`src/logic/ct_params.svh`:
```
`ifndef CT_PARAMS_SVH
`define CT_PARAMS_SVH

// Number of channels sharing the link
`define CT_NUM_CHAN 4

// Payload width of one channel beat
`define CT_DATA_W 16

// Enough bits to name any channel
`define CT_CHAN_ID_W 2

// Far-end receive buffer depth, also the starting credit count
`define CT_REMOTE_CREDITS 4

// Holds 0 .. CT_REMOTE_CREDITS
`define CT_CREDIT_W 3

// Core-side input buffering per channel
`define CT_IN_DEPTH 2

`endif

```
`src/logic/ct_pkg.sv`:
```
`include "ct_params.svh"

package ct_pkg;

  // Link word opcodes
  typedef enum logic
  {
    CT_OP_DATA   = 1'b0 // Payload for the named channel
  , CT_OP_CREDIT = 1'b1 // One credit back for the named channel
  } ct_op_e;

  // One word on the shared link, valid bit on top
  typedef struct packed
  {
    logic                      v;
    ct_op_e                    op;
    logic [`CT_CHAN_ID_W-1:0]  chan;
    logic [`CT_DATA_W-1:0]     data;
  } ct_word_s;

  // Core-side channel beat
  typedef struct packed
  {
    logic                      v;
    logic [`CT_DATA_W-1:0]     data;
  } ct_chan_s;

endpackage

```
`src/logic/ct_chan_fifo.sv`:
```
`timescale 1ns/1ps

module ct_chan_fifo
#(parameter int width_p = 16
, parameter int depth_p = 2
)
( input  logic               core_clk_i
, input  logic               rst_n_i

, input  logic               v_i
, input  logic [width_p-1:0] data_i
, output logic               ready_o

, output logic               v_o
, output logic [width_p-1:0] data_o
, input  logic               yumi_i
);

  localparam int ptr_w_lp = (depth_p > 1) ? $clog2(depth_p) : 1;
  localparam int cnt_w_lp = $clog2(depth_p + 1);

  logic [width_p-1:0]  mem_r [depth_p];
  logic [ptr_w_lp-1:0] rd_ptr_r, wr_ptr_r;
  logic [cnt_w_lp-1:0] count_r;
  logic                full, wr_en, rd_en;

  assign full    = (count_r == cnt_w_lp'(depth_p));
  assign ready_o = ~full | yumi_i;      // A pop frees the slot this cycle
  assign wr_en   = v_i & ready_o;
  assign rd_en   = yumi_i;              // Caller only yumis while v_o is high

  assign v_o    = (count_r != '0);
  assign data_o = mem_r[rd_ptr_r];

  always_ff @(posedge core_clk_i)
  begin
    if (wr_en)
      mem_r[wr_ptr_r] <= data_i;
  end

  always_ff @(posedge core_clk_i)
  begin
    if (!rst_n_i)
    begin
      rd_ptr_r <= '0;
      wr_ptr_r <= '0;
      count_r  <= '0;
    end
    else
    begin
      // Pointers wrap at depth_p, which need not be a power of two
      if (wr_en)
        wr_ptr_r <= (wr_ptr_r == ptr_w_lp'(depth_p - 1)) ? '0 : wr_ptr_r + 1'b1;
      if (rd_en)
        rd_ptr_r <= (rd_ptr_r == ptr_w_lp'(depth_p - 1)) ? '0 : rd_ptr_r + 1'b1;

      case ({wr_en, rd_en})
        2'b10:   count_r <= count_r + 1'b1;
        2'b01:   count_r <= count_r - 1'b1;
        default: count_r <= count_r;     // Idle, or write and pop together
      endcase
    end
  end

endmodule

```
`src/logic/ct_tunnel_mux.sv`:
```
`timescale 1ns/1ps
`include "ct_params.svh"

module ct_tunnel_mux
( input  logic                                     core_clk_i
, input  logic                                     rst_n_i

, input  logic [`CT_NUM_CHAN-1:0]                  fifo_v_i
, input  logic [`CT_NUM_CHAN-1:0][`CT_DATA_W-1:0]  fifo_data_i
, output logic [`CT_NUM_CHAN-1:0]                  fifo_yumi_o

, input  logic [`CT_NUM_CHAN-1:0]                  credit_ret_i
, input  logic [`CT_NUM_CHAN-1:0]                  credit_owed_i

, output ct_pkg::ct_word_s                         multi_o
, input  logic                                     multi_ready_i
);

  import ct_pkg::*;

  logic [`CT_NUM_CHAN-1:0][`CT_CREDIT_W-1:0] credit_r; // Space left at the far end
  logic [`CT_NUM_CHAN-1:0][`CT_CREDIT_W-1:0] owed_r;   // Credits still to send back
  logic [`CT_CHAN_ID_W-1:0]                  rr_r;     // Last channel chosen

  logic [`CT_NUM_CHAN-1:0]  owed_req, data_req;
  logic [`CT_NUM_CHAN-1:0]  credit_take, data_take;
  logic [`CT_CHAN_ID_W-1:0] owed_sel, data_sel, sel;
  logic                     load_en, issue, issue_credit;

  ct_word_s multi_r;

  // First requester after last, wrapping around
  function automatic logic [`CT_CHAN_ID_W-1:0] rr_pick
    (input logic [`CT_NUM_CHAN-1:0]  req
    ,input logic [`CT_CHAN_ID_W-1:0] last
    );
    logic [`CT_CHAN_ID_W-1:0] pick;
    int unsigned              idx;
    pick = last;
    for (int k = `CT_NUM_CHAN; k >= 1; k--)
    begin
      idx = (int'(last) + k) % `CT_NUM_CHAN;
      if (req[idx])
        pick = idx[`CT_CHAN_ID_W-1:0];
    end
    return pick;
  endfunction

  always_comb
  begin
    for (int i = 0; i < `CT_NUM_CHAN; i++)
    begin
      owed_req[i] = (owed_r[i] != '0);
      data_req[i] = fifo_v_i[i] & (credit_r[i] != '0);
    end

    owed_sel = rr_pick(owed_req, rr_r);
    data_sel = rr_pick(data_req, rr_r);

    load_en      = ~multi_r.v | multi_ready_i;  // Output slot empty or draining
    issue_credit = |owed_req;                   // Credit words go first
    issue        = load_en & (issue_credit | (|data_req));
    sel          = issue_credit ? owed_sel : data_sel;

    credit_take = '0;
    data_take   = '0;
    if (issue)
    begin
      if (issue_credit)
        credit_take[sel] = 1'b1;
      else
        data_take[sel] = 1'b1;
    end
  end

  assign fifo_yumi_o = data_take;
  assign multi_o     = multi_r;

  always_ff @(posedge core_clk_i)
  begin
    if (!rst_n_i)
    begin
      multi_r.v <= 1'b0;
      rr_r      <= '0;
    end
    else if (load_en)
    begin
      multi_r.v <= issue;
      if (issue)
      begin
        multi_r.op   <= issue_credit ? CT_OP_CREDIT : CT_OP_DATA;
        multi_r.chan <= sel;
        multi_r.data <= issue_credit ? '0 : fifo_data_i[sel];
        rr_r         <= sel;
      end
    end
  end

  always_ff @(posedge core_clk_i)
  begin
    if (!rst_n_i)
    begin
      for (int i = 0; i < `CT_NUM_CHAN; i++)
      begin
        credit_r[i] <= `CT_CREDIT_W'(`CT_REMOTE_CREDITS);
        owed_r[i]   <= '0;
      end
    end
    else
    begin
      for (int i = 0; i < `CT_NUM_CHAN; i++)
      begin
        case ({credit_ret_i[i], data_take[i]})
          2'b10:   credit_r[i] <= credit_r[i] + 1'b1;
          2'b01:   credit_r[i] <= credit_r[i] - 1'b1;
          default: credit_r[i] <= credit_r[i];
        endcase

        case ({credit_owed_i[i], credit_take[i]})
          2'b10:   owed_r[i] <= owed_r[i] + 1'b1;
          2'b01:   owed_r[i] <= owed_r[i] - 1'b1;
          default: owed_r[i] <= owed_r[i];
        endcase
      end
    end
  end

endmodule

```
`src/logic/ct_tunnel_demux.sv`:
```
`timescale 1ns/1ps
`include "ct_params.svh"

module ct_tunnel_demux
( input  logic                         core_clk_i
, input  logic                         rst_n_i

, input  ct_pkg::ct_word_s             multi_i

, output logic [`CT_NUM_CHAN-1:0]      rx_wr_v_o
, output logic [`CT_DATA_W-1:0]        rx_wr_data_o
, output logic [`CT_NUM_CHAN-1:0]      credit_ret_o
);

  import ct_pkg::*;

  ct_word_s word_r;
  logic     in_range;
  logic     is_data;
  logic     is_credit;

  // Link has no back-pressure, take every valid word
  always_ff @(posedge core_clk_i)
  begin
    if (!rst_n_i)
      word_r.v <= 1'b0;
    else
    begin
      word_r.v <= multi_i.v;
      if (multi_i.v)
      begin
        word_r.op   <= multi_i.op;
        word_r.chan <= multi_i.chan;
        word_r.data <= multi_i.data;
      end
    end
  end

  // Ids past the channel count are dropped
  assign in_range = (int'(word_r.chan) < `CT_NUM_CHAN);

  assign is_data   = word_r.v & in_range & (word_r.op == CT_OP_DATA);
  assign is_credit = word_r.v & in_range & (word_r.op == CT_OP_CREDIT);

  always_comb
  begin
    for (int i = 0; i < `CT_NUM_CHAN; i++)
    begin
      rx_wr_v_o[i]    = is_data & (int'(word_r.chan) == i);
      credit_ret_o[i] = is_credit & (int'(word_r.chan) == i);
    end
  end

  assign rx_wr_data_o = word_r.data;   // Shared by all receive FIFOs

endmodule

```
`src/logic/ct_link_top.sv`:
```
`timescale 1ns/1ps
`include "ct_params.svh"

module ct_link_top
( input  logic                                  core_clk_i
, input  logic                                  rst_n_i

, input  ct_pkg::ct_chan_s [`CT_NUM_CHAN-1:0]   chan_i
, output logic [`CT_NUM_CHAN-1:0]               chan_ready_o

, output ct_pkg::ct_chan_s [`CT_NUM_CHAN-1:0]   chan_o
, input  logic [`CT_NUM_CHAN-1:0]               chan_yumi_i

, output ct_pkg::ct_word_s                      multi_o
, input  logic                                  multi_ready_i

, input  ct_pkg::ct_word_s                      multi_i
);

  logic [`CT_NUM_CHAN-1:0]                 fifo_v;
  logic [`CT_NUM_CHAN-1:0][`CT_DATA_W-1:0] fifo_data;
  logic [`CT_NUM_CHAN-1:0]                 fifo_yumi;

  logic [`CT_NUM_CHAN-1:0]                 rx_wr_v;
  logic [`CT_DATA_W-1:0]                   rx_wr_data;
  logic [`CT_NUM_CHAN-1:0]                 credit_ret;

  for (genvar i = 0; i < `CT_NUM_CHAN; i++)
  begin: in_ch
    ct_chan_fifo #(.width_p(`CT_DATA_W), .depth_p(`CT_IN_DEPTH))
      in_fifo
        (.core_clk_i ( core_clk_i )
        ,.rst_n_i    ( rst_n_i )
        ,.v_i        ( chan_i[i].v )
        ,.data_i     ( chan_i[i].data )
        ,.ready_o    ( chan_ready_o[i] )
        ,.v_o        ( fifo_v[i] )
        ,.data_o     ( fifo_data[i] )
        ,.yumi_i     ( fifo_yumi[i] )
        );
  end: in_ch

  ct_tunnel_mux
    mux
      (.core_clk_i    ( core_clk_i )
      ,.rst_n_i       ( rst_n_i )
      ,.fifo_v_i      ( fifo_v )
      ,.fifo_data_i   ( fifo_data )
      ,.fifo_yumi_o   ( fifo_yumi )
      ,.credit_ret_i  ( credit_ret )
      ,.credit_owed_i ( chan_yumi_i )  // Each core pop owes the far side a credit
      ,.multi_o       ( multi_o )
      ,.multi_ready_i ( multi_ready_i )
      );

  ct_tunnel_demux
    demux
      (.core_clk_i   ( core_clk_i )
      ,.rst_n_i      ( rst_n_i )
      ,.multi_i      ( multi_i )
      ,.rx_wr_v_o    ( rx_wr_v )
      ,.rx_wr_data_o ( rx_wr_data )
      ,.credit_ret_o ( credit_ret )
      );

  // Credits guarantee space, so receive ready is never consulted
  for (genvar i = 0; i < `CT_NUM_CHAN; i++)
  begin: rx_ch
    ct_chan_fifo #(.width_p(`CT_DATA_W), .depth_p(`CT_REMOTE_CREDITS))
      rx_fifo
        (.core_clk_i ( core_clk_i )
        ,.rst_n_i    ( rst_n_i )
        ,.v_i        ( rx_wr_v[i] )
        ,.data_i     ( rx_wr_data )
        ,.ready_o    ()
        ,.v_o        ( chan_o[i].v )
        ,.data_o     ( chan_o[i].data )
        ,.yumi_i     ( chan_yumi_i[i] )
        );
  end: rx_ch

endmodule

```
`config.mk`:
```
export PLATFORM = sky130hd
export DESIGN_NAME = ct_link_top
export DESIGN_NICKNAME = d
export VERILOG_FILES = /design/src/logic/ct_pkg.sv /design/src/logic/ct_chan_fifo.sv /design/src/logic/ct_tunnel_mux.sv /design/src/logic/ct_tunnel_demux.sv /design/src/logic/ct_link_top.sv
export VERILOG_INCLUDE_DIRS = /design/src /design/src/logic
export SDC_FILE = /design/constraint.sdc
export NUM_CORES = 1
export LEC_CHECK = 0
export BUFFER_PORTS_ARGS = -buffer_cell sky130_fd_sc_hd__buf_2
export CORE_MARGIN = 4
export CORE_UTILIZATION = 40
export CTS_BUF_LIST = sky130_fd_sc_hd__clkbuf_16
export DETAILED_ROUTE_END_ITERATION = 10
export HOLD_SLACK_MARGIN = 0.12
export MAX_ROUTING_LAYER = met4
export PLACE_DENSITY = 0.53
export SLEW_MARGIN = 20
export SYNTH_ARGS = -nofsm -noshare
export SYNTH_HDL_FRONTEND = slang
export SYNTH_SLANG_ARGS = --single-unit
```
`constraint.sdc`:
```
create_clock -name core_clk_i -period 7.9 [get_ports core_clk_i]
set_input_delay 0.395 -clock core_clk_i [delete_from_list [all_inputs] [get_ports core_clk_i]]
set_output_delay 0.395 -clock core_clk_i [all_outputs]
set_load 0.01 [all_outputs]
```
Word level (Yosys, flattened, before mapping)
Memories as Yosys holds them, arrays and structs flattened. A register that Yosys moved wholly into a read port is not among the register bits.
Index checks and enable logic that the tools add are counted.
{"block": "classes", "add_sub_neg": 52, "magnitude_cmp": 6, "eq_ne": 51, "n_mux": 98, "bitwise_logic": 47, "reduce_logical": 43}
{"op": "32-bit by 3-bit less-than comparator with 1-bit output, second input constant", "count": 4}
{"op": "3-bit one-hot mux with 2 select lines", "count": 12}
{"op": "2-bit == test, second input constant", "count": 30}
{"op": "2-bit two-way mux", "count": 25}
{"op": "1-bit two-way mux", "count": 42}
{"op": "2-bit nonzero test", "count": 20}
{"op": "3-bit by 1-bit adder with 3-bit output, second input constant", "count": 12}
{"op": "3-bit nonzero test", "count": 12}
{"op": "3-bit by 1-bit subtractor with 3-bit output, second input constant", "count": 12}
{"op": "2-bit by 1-bit == test with 1-bit output, second input constant", "count": 17}
{"op": "16-bit binary-select mux with 2-bit select", "count": 1}
{"op": "2-bit by 1-bit adder with 2-bit output, second input constant", "count": 14}
{"op": "1-bit AND", "count": 23}
{"op": "1-bit binary-select mux with 2-bit select", "count": 8}
{"op": "16-bit two-way mux", "count": 1}
{"op": "4-bit two-way mux", "count": 4}
{"op": "2-bit one-hot mux with 2 select lines", "count": 4}
{"op": "3-bit == test, second input constant", "count": 4}
{"op": "1-bit NOT", "count": 10}
{"op": "1-bit OR", "count": 10}
{"op": "1-bit adder, second input constant", "count": 8}
{"op": "2-bit OR reduction", "count": 4}
{"op": "4-bit OR reduction", "count": 2}
{"op": "2-bit by 1-bit subtractor with 2-bit output, second input constant", "count": 4}
{"op": "9 further kinds", "count": 14}
{"block": "totals", "register_bits": 110, "mem_bits_rw": 384, "inputBits": 95, "memories": 8}
{"memory": "rx_ch[0].rx_fifo.mem_r", "depth": 4, "word_bits": 16, "rd": 1, "rd_clocked_by_memory_dff": 1, "write_ports": 1, "line": "ct_chan_fifo.sv:22", "text": "logic [width_p-1:0] mem_r [depth_p];"}
{"memory": "rx_ch[1].rx_fifo.mem_r", "depth": 4, "word_bits": 16, "rd": 1, "rd_clocked_by_memory_dff": 1, "write_ports": 1, "line": "ct_chan_fifo.sv:22"}
{"memory": "rx_ch[2].rx_fifo.mem_r", "depth": 4, "word_bits": 16, "rd": 1, "rd_clocked_by_memory_dff": 1, "write_ports": 1, "line": "ct_chan_fifo.sv:22"}
{"memory": "rx_ch[3].rx_fifo.mem_r", "depth": 4, "word_bits": 16, "rd": 1, "rd_clocked_by_memory_dff": 1, "write_ports": 1, "line": "ct_chan_fifo.sv:22"}
{"memory": "in_ch[0].in_fifo.mem_r", "depth": 2, "word_bits": 16, "rd": 1, "rd_clocked_by_memory_dff": 1, "write_ports": 1, "line": "ct_chan_fifo.sv:22"}
{"memory": "in_ch[1].in_fifo.mem_r", "depth": 2, "word_bits": 16, "rd": 1, "rd_clocked_by_memory_dff": 1, "write_ports": 1, "line": "ct_chan_fifo.sv:22"}
{"memory": "2 more memories"}

Depth between registers and ports, before layout
{"block": "logic_depth", "ltp_word": 20, "ltp_mapped": 16, "ltp_nobuf": 14}

Modules after synthesis
From an unflattened synthesis, not the netlist that was laid out.
{"block": "hier_totals", "cells_unflattened": 1330, "hier_area_um2": 21673.3}
{"module": "ct_chan_fifo at rx_ch[2].rx_fifo ...", "n_inst": 2, "cells_each": 142, "area_per_inst_um2": 2867.8, "seq_area_each_um2": 2102.0}
{"module": "ct_chan_fifo at rx_ch[0].rx_fifo ...", "n_inst": 2, "cells_each": 142, "area_per_inst_um2": 2865.2, "seq_area_each_um2": 2102.0}
{"module": "ct_chan_fifo at in_ch[0].in_fifo ...", "n_inst": 4, "cells_each": 77, "area_per_inst_um2": 1395.1, "seq_area_each_um2": 1061.0}
{"module": "ct_tunnel_mux", "n_inst": 1, "cells_each": 408, "area_per_inst_um2": 3807.4, "seq_area_each_um2": 1111.1}
{"module": "ct_tunnel_demux", "n_inst": 1, "cells_each": 46, "area_per_inst_um2": 819.5, "seq_area_each_um2": 590.6}

Least setup slack after synthesis
OpenSTA, ideal clock, no wires.
{"block": "synth_timing", "path_type": "flip-flop to flip-flop", "start": "register mux.owed_r[5] (netlist bit)", "end": "register mux.credit_r[2] (netlist bit)", "setup_time_ns": 0.062, "t_arrival_ns": 3.240, "t_required_ns": 7.838, "setup_slack_ns": 4.598, "stages_incl_launch_ff": 17, "n_path_buf": 3, "synth_period_minus_slack_ns": 3.302, "cell_sequence": "dfxtp_1 -> or3_1 -> buf_2 -> nor3_2 -> inv_2 -> o2111ai_2 -> xor2_2 -> inv_2 -> buf_6 -> buf_4 -> nor2_1 -> ha_1 -> inv_1 -> fa_1 -> xor2_1 -> or3_1 -> nand3_1"}
{"block": "synth_via", "elab_chain_cells": 16}
{"element": "start, declared", "line": "ct_tunnel_mux.sv:22", "text": "logic [`CT_NUM_CHAN-1:0][`CT_CREDIT_W-1:0] owed_r;"}
{"element": "start signal, assigned by index", "line": "ct_tunnel_mux.sv:120", "text": "2'b10: owed_r[i] <= owed_r[i] + 1'b1;"}
{"element": "start signal, assigned by index", "line": "ct_tunnel_mux.sv:121", "text": "2'b01: owed_r[i] <= owed_r[i] - 1'b1;"}
{"element": "start signal, assigned by index", "line": "ct_tunnel_mux.sv:122", "text": "default: owed_r[i] <= owed_r[i];"}
{"element": "3-bit nonzero test (*)", "line": "ct_tunnel_mux.sv:53", "text": "owed_req[i] = (owed_r[i] != '0);"}
{"element": "1-bit binary-select mux with 2-bit select", "line": "ct_tunnel_mux.sv:43", "text": "if (req[idx])"}
{"element": "1-bit two-way mux (not written as such)", "line": "ct_tunnel_mux.sv:43"}
{"element": "2-bit two-way mux (4 in a row)", "line": "ct_tunnel_mux.sv:43"}
{"element": "2-bit two-way mux (*)", "line": "ct_tunnel_mux.sv:63", "text": "sel = issue_credit ? owed_sel : data_sel;"}
{"element": "via mux.sel[0]", "line": "ct_tunnel_mux.sv:27", "text": "logic [`CT_CHAN_ID_W-1:0] owed_sel, data_sel, sel;"}
{"element": "2-bit by 3-bit less-than comparator with 1-bit output (not written as such) / 2-bit by 1-bit >= comparator with 1-bit output (equally long branches)", "line": "ct_tunnel_mux.sv:72", "text": "data_take[sel] = 1'b1;"}
{"element": "1-bit logical AND (not written as such)", "line": "ct_tunnel_mux.sv:72"}
{"element": "1-bit two-way mux (not written as such)", "line": "ct_tunnel_mux.sv:72"}
{"element": "1-bit demux with 2-bit select (*)"}
{"element": "4-bit two-way mux (*)", "line": "ct_tunnel_mux.sv:69", "text": "if (issue_credit)"}
{"element": "4-bit two-way mux (*)", "line": "ct_tunnel_mux.sv:67", "text": "if (issue)"}
{"element": "via in_ch[0].in_fifo.yumi_i", "line": "ct_chan_fifo.sv:16", "text": ", input logic yumi_i"}
{"element": "2-bit by 1-bit == test with 1-bit output / 2-bit == test (equally long branches)", "line": "ct_tunnel_mux.sv:113", "text": "case ({credit_ret_i[i], data_take[i]})"}
{"element": "3-bit one-hot mux with 2 select lines / 2-bit nonzero test (equally long branches)"}
{"element": "end signal, assigned by index", "line": "ct_tunnel_mux.sv:114", "text": "2'b10: credit_r[i] <= credit_r[i] + 1'b1;"}
{"element": "end signal, assigned by index", "line": "ct_tunnel_mux.sv:115", "text": "2'b01: credit_r[i] <= credit_r[i] - 1'b1;"}
{"element": "end signal, assigned by index", "line": "ct_tunnel_mux.sv:116", "text": "default: credit_r[i] <= credit_r[i];"}
{"element": "end, declared", "line": "ct_tunnel_mux.sv:21", "text": "logic [`CT_NUM_CHAN-1:0][`CT_CREDIT_W-1:0] credit_r;"}
The timed path passes the listed nets; every way through them passes the cells marked *. The select of a mux whose other input is x is not followed.
A chain may end at the register's enable or synchronous reset.

Worst setup path after layout
{"block": "layout_timing", "start": "register mux.owed_r[8] (netlist bit)", "end": "register mux.credit_r[2] (netlist bit)"}
{"block": "layout_via", "elab_chain_cells": 16}
{"element": "3-bit nonzero test (*)", "line": "ct_tunnel_mux.sv:53"}
{"element": "1-bit binary-select mux with 2-bit select", "line": "ct_tunnel_mux.sv:43"}
{"element": "1-bit two-way mux (not written as such)", "line": "ct_tunnel_mux.sv:43"}
{"element": "2-bit two-way mux (4 in a row)", "line": "ct_tunnel_mux.sv:43"}
{"element": "2-bit two-way mux", "line": "ct_tunnel_mux.sv:63"}
{"element": "2-bit by 3-bit less-than comparator with 1-bit output (not written as such) / 2-bit by 1-bit >= comparator with 1-bit output (equally long branches)", "line": "ct_tunnel_mux.sv:72"}
{"element": "1-bit logical AND (not written as such)", "line": "ct_tunnel_mux.sv:72"}
{"element": "1-bit two-way mux (not written as such)", "line": "ct_tunnel_mux.sv:72"}
{"element": "1-bit demux with 2-bit select"}
{"element": "4-bit two-way mux", "line": "ct_tunnel_mux.sv:69"}
{"element": "4-bit two-way mux (*)", "line": "ct_tunnel_mux.sv:67"}
{"element": "via in_ch[0].in_fifo.yumi_i", "line": "ct_chan_fifo.sv:16"}
{"element": "2-bit by 1-bit == test with 1-bit output / 2-bit == test (equally long branches)", "line": "ct_tunnel_mux.sv:113"}
{"element": "3-bit one-hot mux with 2 select lines / 2-bit nonzero test (equally long branches)"}
Marked as above.

==> metrics.txt <==
status=complete, no violations; CP required=8.42 ns; post-CTS resize count=0; Mapped Nets=1310; first-pass GRT wire length=65600 um; post-route antenna net violation count=0; Power Total=7.50 mW; area post-placement=0.0216 mm^2; sequential-to-total area share from yosys stat=71.5%; gpl congestion=0.786; worst slew pin tran=0.981 ns; Worst-Skew Late Latency=0.60 ns; Worst Skew=0.0285 ns; initial antenna violation count=3; Clock Pin Slew Worst Setup and Hold Paths=0.06 ns; commonest cells after routing, fill and taps aside=422 x edfxtp_1, 186 x buf_2, 92 x nor2_1, 84 x dlygate4sd3_1, 82 x dfxtp_1; die height=232 um; WL final=42900 um; Worst setup EP type=register; root buffer cell=clkbuf_16; final core utilization=48.9%; register area=0.0144 mm^2; CTS Sinks=506; total number of vias=10700; max_cap viols=0; worst vdd ir=0.000268 V; Synth Instances=1171; vias in the first global route=11000; DRC=0; drt first-iter violations=718; R2R depth=14; post-synthesis register bit count=506; WHS Path Cells=3; library cells used by synthesis=53; grt total ovfl=0; Hold Vio Cnt, Final=0; PD cells=312 mW/mm^2; yosys warns=0; dpl hpwl=28200 um; Pleak=8.24 nW; WL/cell=19.9 um; Crit path depth=14; Slowest Stage Delay on Critical Path=0.57 ns; Die W=232 um; Slew HR=34.6%; Post-synth EDFFs=422; # Post-CTS Setup Buffers=0; clk buf depth=3; hold_ws=0.173 ns; I/O pin total=187; Synth Flop Type=edfxtp_1; multi-input logic area=0.00525 mm^2; Hold Path Class=input port to register; syn avg cell area=17.1 um^2; Final period util=55.1%; Synth Cell Area=0.0201 mm^2; Final Critical Period=4.35 ns; Avg Vias per Cell=4.96; cell chain of the critical path=nor3_2 > nand2_1 > nor3_2 > inv_2 > o2111ai_2 > xor2_2 > inv_2 > nor2_1 > ha_1 > inv_1 > fa_1 > xor2_1 > or3_1 > nand3_1; final instance area=0.0241 mm^2; crit-path max FO=29; # rows=81; drt first pass iters=5; GRT Total Usage=16.4%; ys async rst share=0%; layout cells sized above 1=24.2%; Max Clk Rate=230 MHz; Bufs and invs on worst path=3; PortBufs=186; Core Area=0.0493 mm^2; crit-path leading delay family=simple AND/OR/NAND/NOR gates; most common cell after layout, fill and taps aside=edfxtp_1; CTS tree=done; largest net degree at the start of global routing=71; crit path launch type=register; Starting Density=40.7%; Critical-path top delay cell=xor2_2; Slew Limit Fails=0; CTS Buf Count=52; setup TNS=0 ns; # fillers=4226; CP Data Arrival Time=4.87 ns; RSZ-0062 raised after global routing=no; Crit Path Category=register to register; NumNets Final=1586; synthesis-to-layout area growth=20.0%; die area=0.0538 mm^2; Setup-failing EPs final=0; H-Tree Depth=2
synthesized netlist by cell type (4+ instances only):
master | instances | area share [%]
edfxtp_1 | 422 | 63
nor2_1 | 92 | 1.7
dfxtp_1 | 84 | 8.4
mux4_2 | 80 | 9.0
mux2i_1 | 72 | 3.6
inv_1 | 48 | 0.90
a21oi_1 | 34 | 0.85
clkbuf_1 | 34 | 0.64
ha_1 | 32 | 2.0
or3_1 | 26 | 0.81
xor2_1 | 24 | 1.0
and2_1 | 23 | 0.72
o21ai_0 | 21 | 0.52
nand2_1 | 16 | 0.30
nor3_1 | 14 | 0.35
fa_1 | 12 | 1.2
nor2b_1 | 12 | 0.37
nand3_1 | 10 | 0.25
buf_4 | 9 | 0.34
and3_1 | 8 | 0.25
xnor2_1 | 8 | 0.35
a31oi_1 | 7 | 0.22
buf_2 | 7 | 0.17
o21ai_1 | 7 | 0.17
a211oi_1 | 6 | 0.22
buf_1 | 6 | 0.11
o32ai_1 | 6 | 0.26
nor4_1 | 5 | 0.16
nand2b_1 | 4 | 0.12
nor4b_1 | 4 | 0.17
stage by stage:
stage / setup WS [ns] / cells
3_5_place_dp: 3.54 / 1973
6_report: 3.55 / 2157
2_1_floorplan: 4.60 / 1171
5_1_grt: 3.09 / 2156
4_1_cts: 3.50 / 2154
3_3_place_gp: 3.69 / 1973
flip-flops by register name (all words and copies together), names as in the netlist, named ones only:
name                    count
rx_ch.rx_fifo.mem_r       256
in_ch.in_fifo.mem_r       128
mux.multi_o                20
demux.rx_wr_data_o         16
mux.credit_r               12
mux.owed_r                 12
rx_ch.rx_fifo.count_r      12
in_ch.in_fifo.count_r       8
rx_ch.rx_fifo.rd_ptr_r      8
rx_ch.rx_fifo.wr_ptr_r      8
demux.word_r                4
in_ch.in_fifo.rd_ptr_r      4
in_ch.in_fifo.wr_ptr_r      4
mux.rr_r                    2
layer usage:
metal | wire length (um) | part of all wire [%] | up-vias | GRT usage [%]
met2 | 20900 | 49 | 241 | 26.9
met3 | 2050 | 4.8 | 69 | 2.87
met4 | 1040 | 2.4 | 0 | 4.97
li1 | - | - | 5042 | -
met5 | 0 | 0 | - | -
met1 | 18800 | 44 | 5349 | 21.3
kinds of logic (layout without fill, tap and decap cells):
group           after synthesis  count (layout)  synth area share [%]
compound gates               96              96                  2.97
other cells                   0               3                     0
flops                       506             506                  71.5
mux                         156             156                  12.8
fa+ha+maj                    44              44                  3.19
simple gates                227             227                  5.74
xor+xnor                     33              33                  1.48
buf+inv                     109             428                  2.29
power breakdown:
group	internal, mW	switching (mW)	leakage (nW)	total (mW)
clock	1.26	1.01	0.847	2.27
sequential	3.21	0.206	4.56	3.42
combinational	0.800	1.01	2.84	1.81
total	5.27	2.23	8.24	7.50
worst reg2reg max path, stage by stage, from the launching register on:
cell	delay, ns
dfxtp_1	0.32
nor3_2	0.37
nand2_1	0.16
nor3_2	0.30
inv_2	0.25
o2111ai_2	0.30
xor2_2	0.57
inv_2	0.46
nor2_1	0.29
ha_1	0.21
inv_1	0.06
fa_1	0.43
xor2_1	0.16
or3_1	0.31
nand3_1	0.08
path summary, 6_finish.rpt:
kind         slack (ns)                                endpoint                                       from
max                3.55            mux.credit_r[2]$_SDFFE_PN1P_                 mux.owed_r[8]$_SDFFE_PN0P_
min                0.17  in_ch[0].in_fifo.wr_ptr_r$_SDFFE_PN0N_                                 chan_i[16]
max reg2reg        3.55            mux.credit_r[2]$_SDFFE_PN1P_                 mux.owed_r[8]$_SDFFE_PN0P_
min reg2reg        0.50                                register  rx_ch[1].rx_fifo.rd_ptr_r[0]$_SDFFE_PN0P_
what timing repair did:
| action | 4_1_cts | 5_1_grt |
|---|---|---|
| endpoints found under the setup margin | 0 | 0 |
| endpoints found under the hold margin | 148 | 0 |
| hold buffers | 84 | 0 |
layout make-up:
type	instances	share of cell area, %
tap	664	3.45
sequential	506	59.6
antenna	3	0.0312
inverter	52	0.811
clock buffer	52	5.40
clock inverter	45	1.22
timing repair buffer	279	7.64
multi-input combinational	556	21.8
Power figures use the tool's default switching activity.
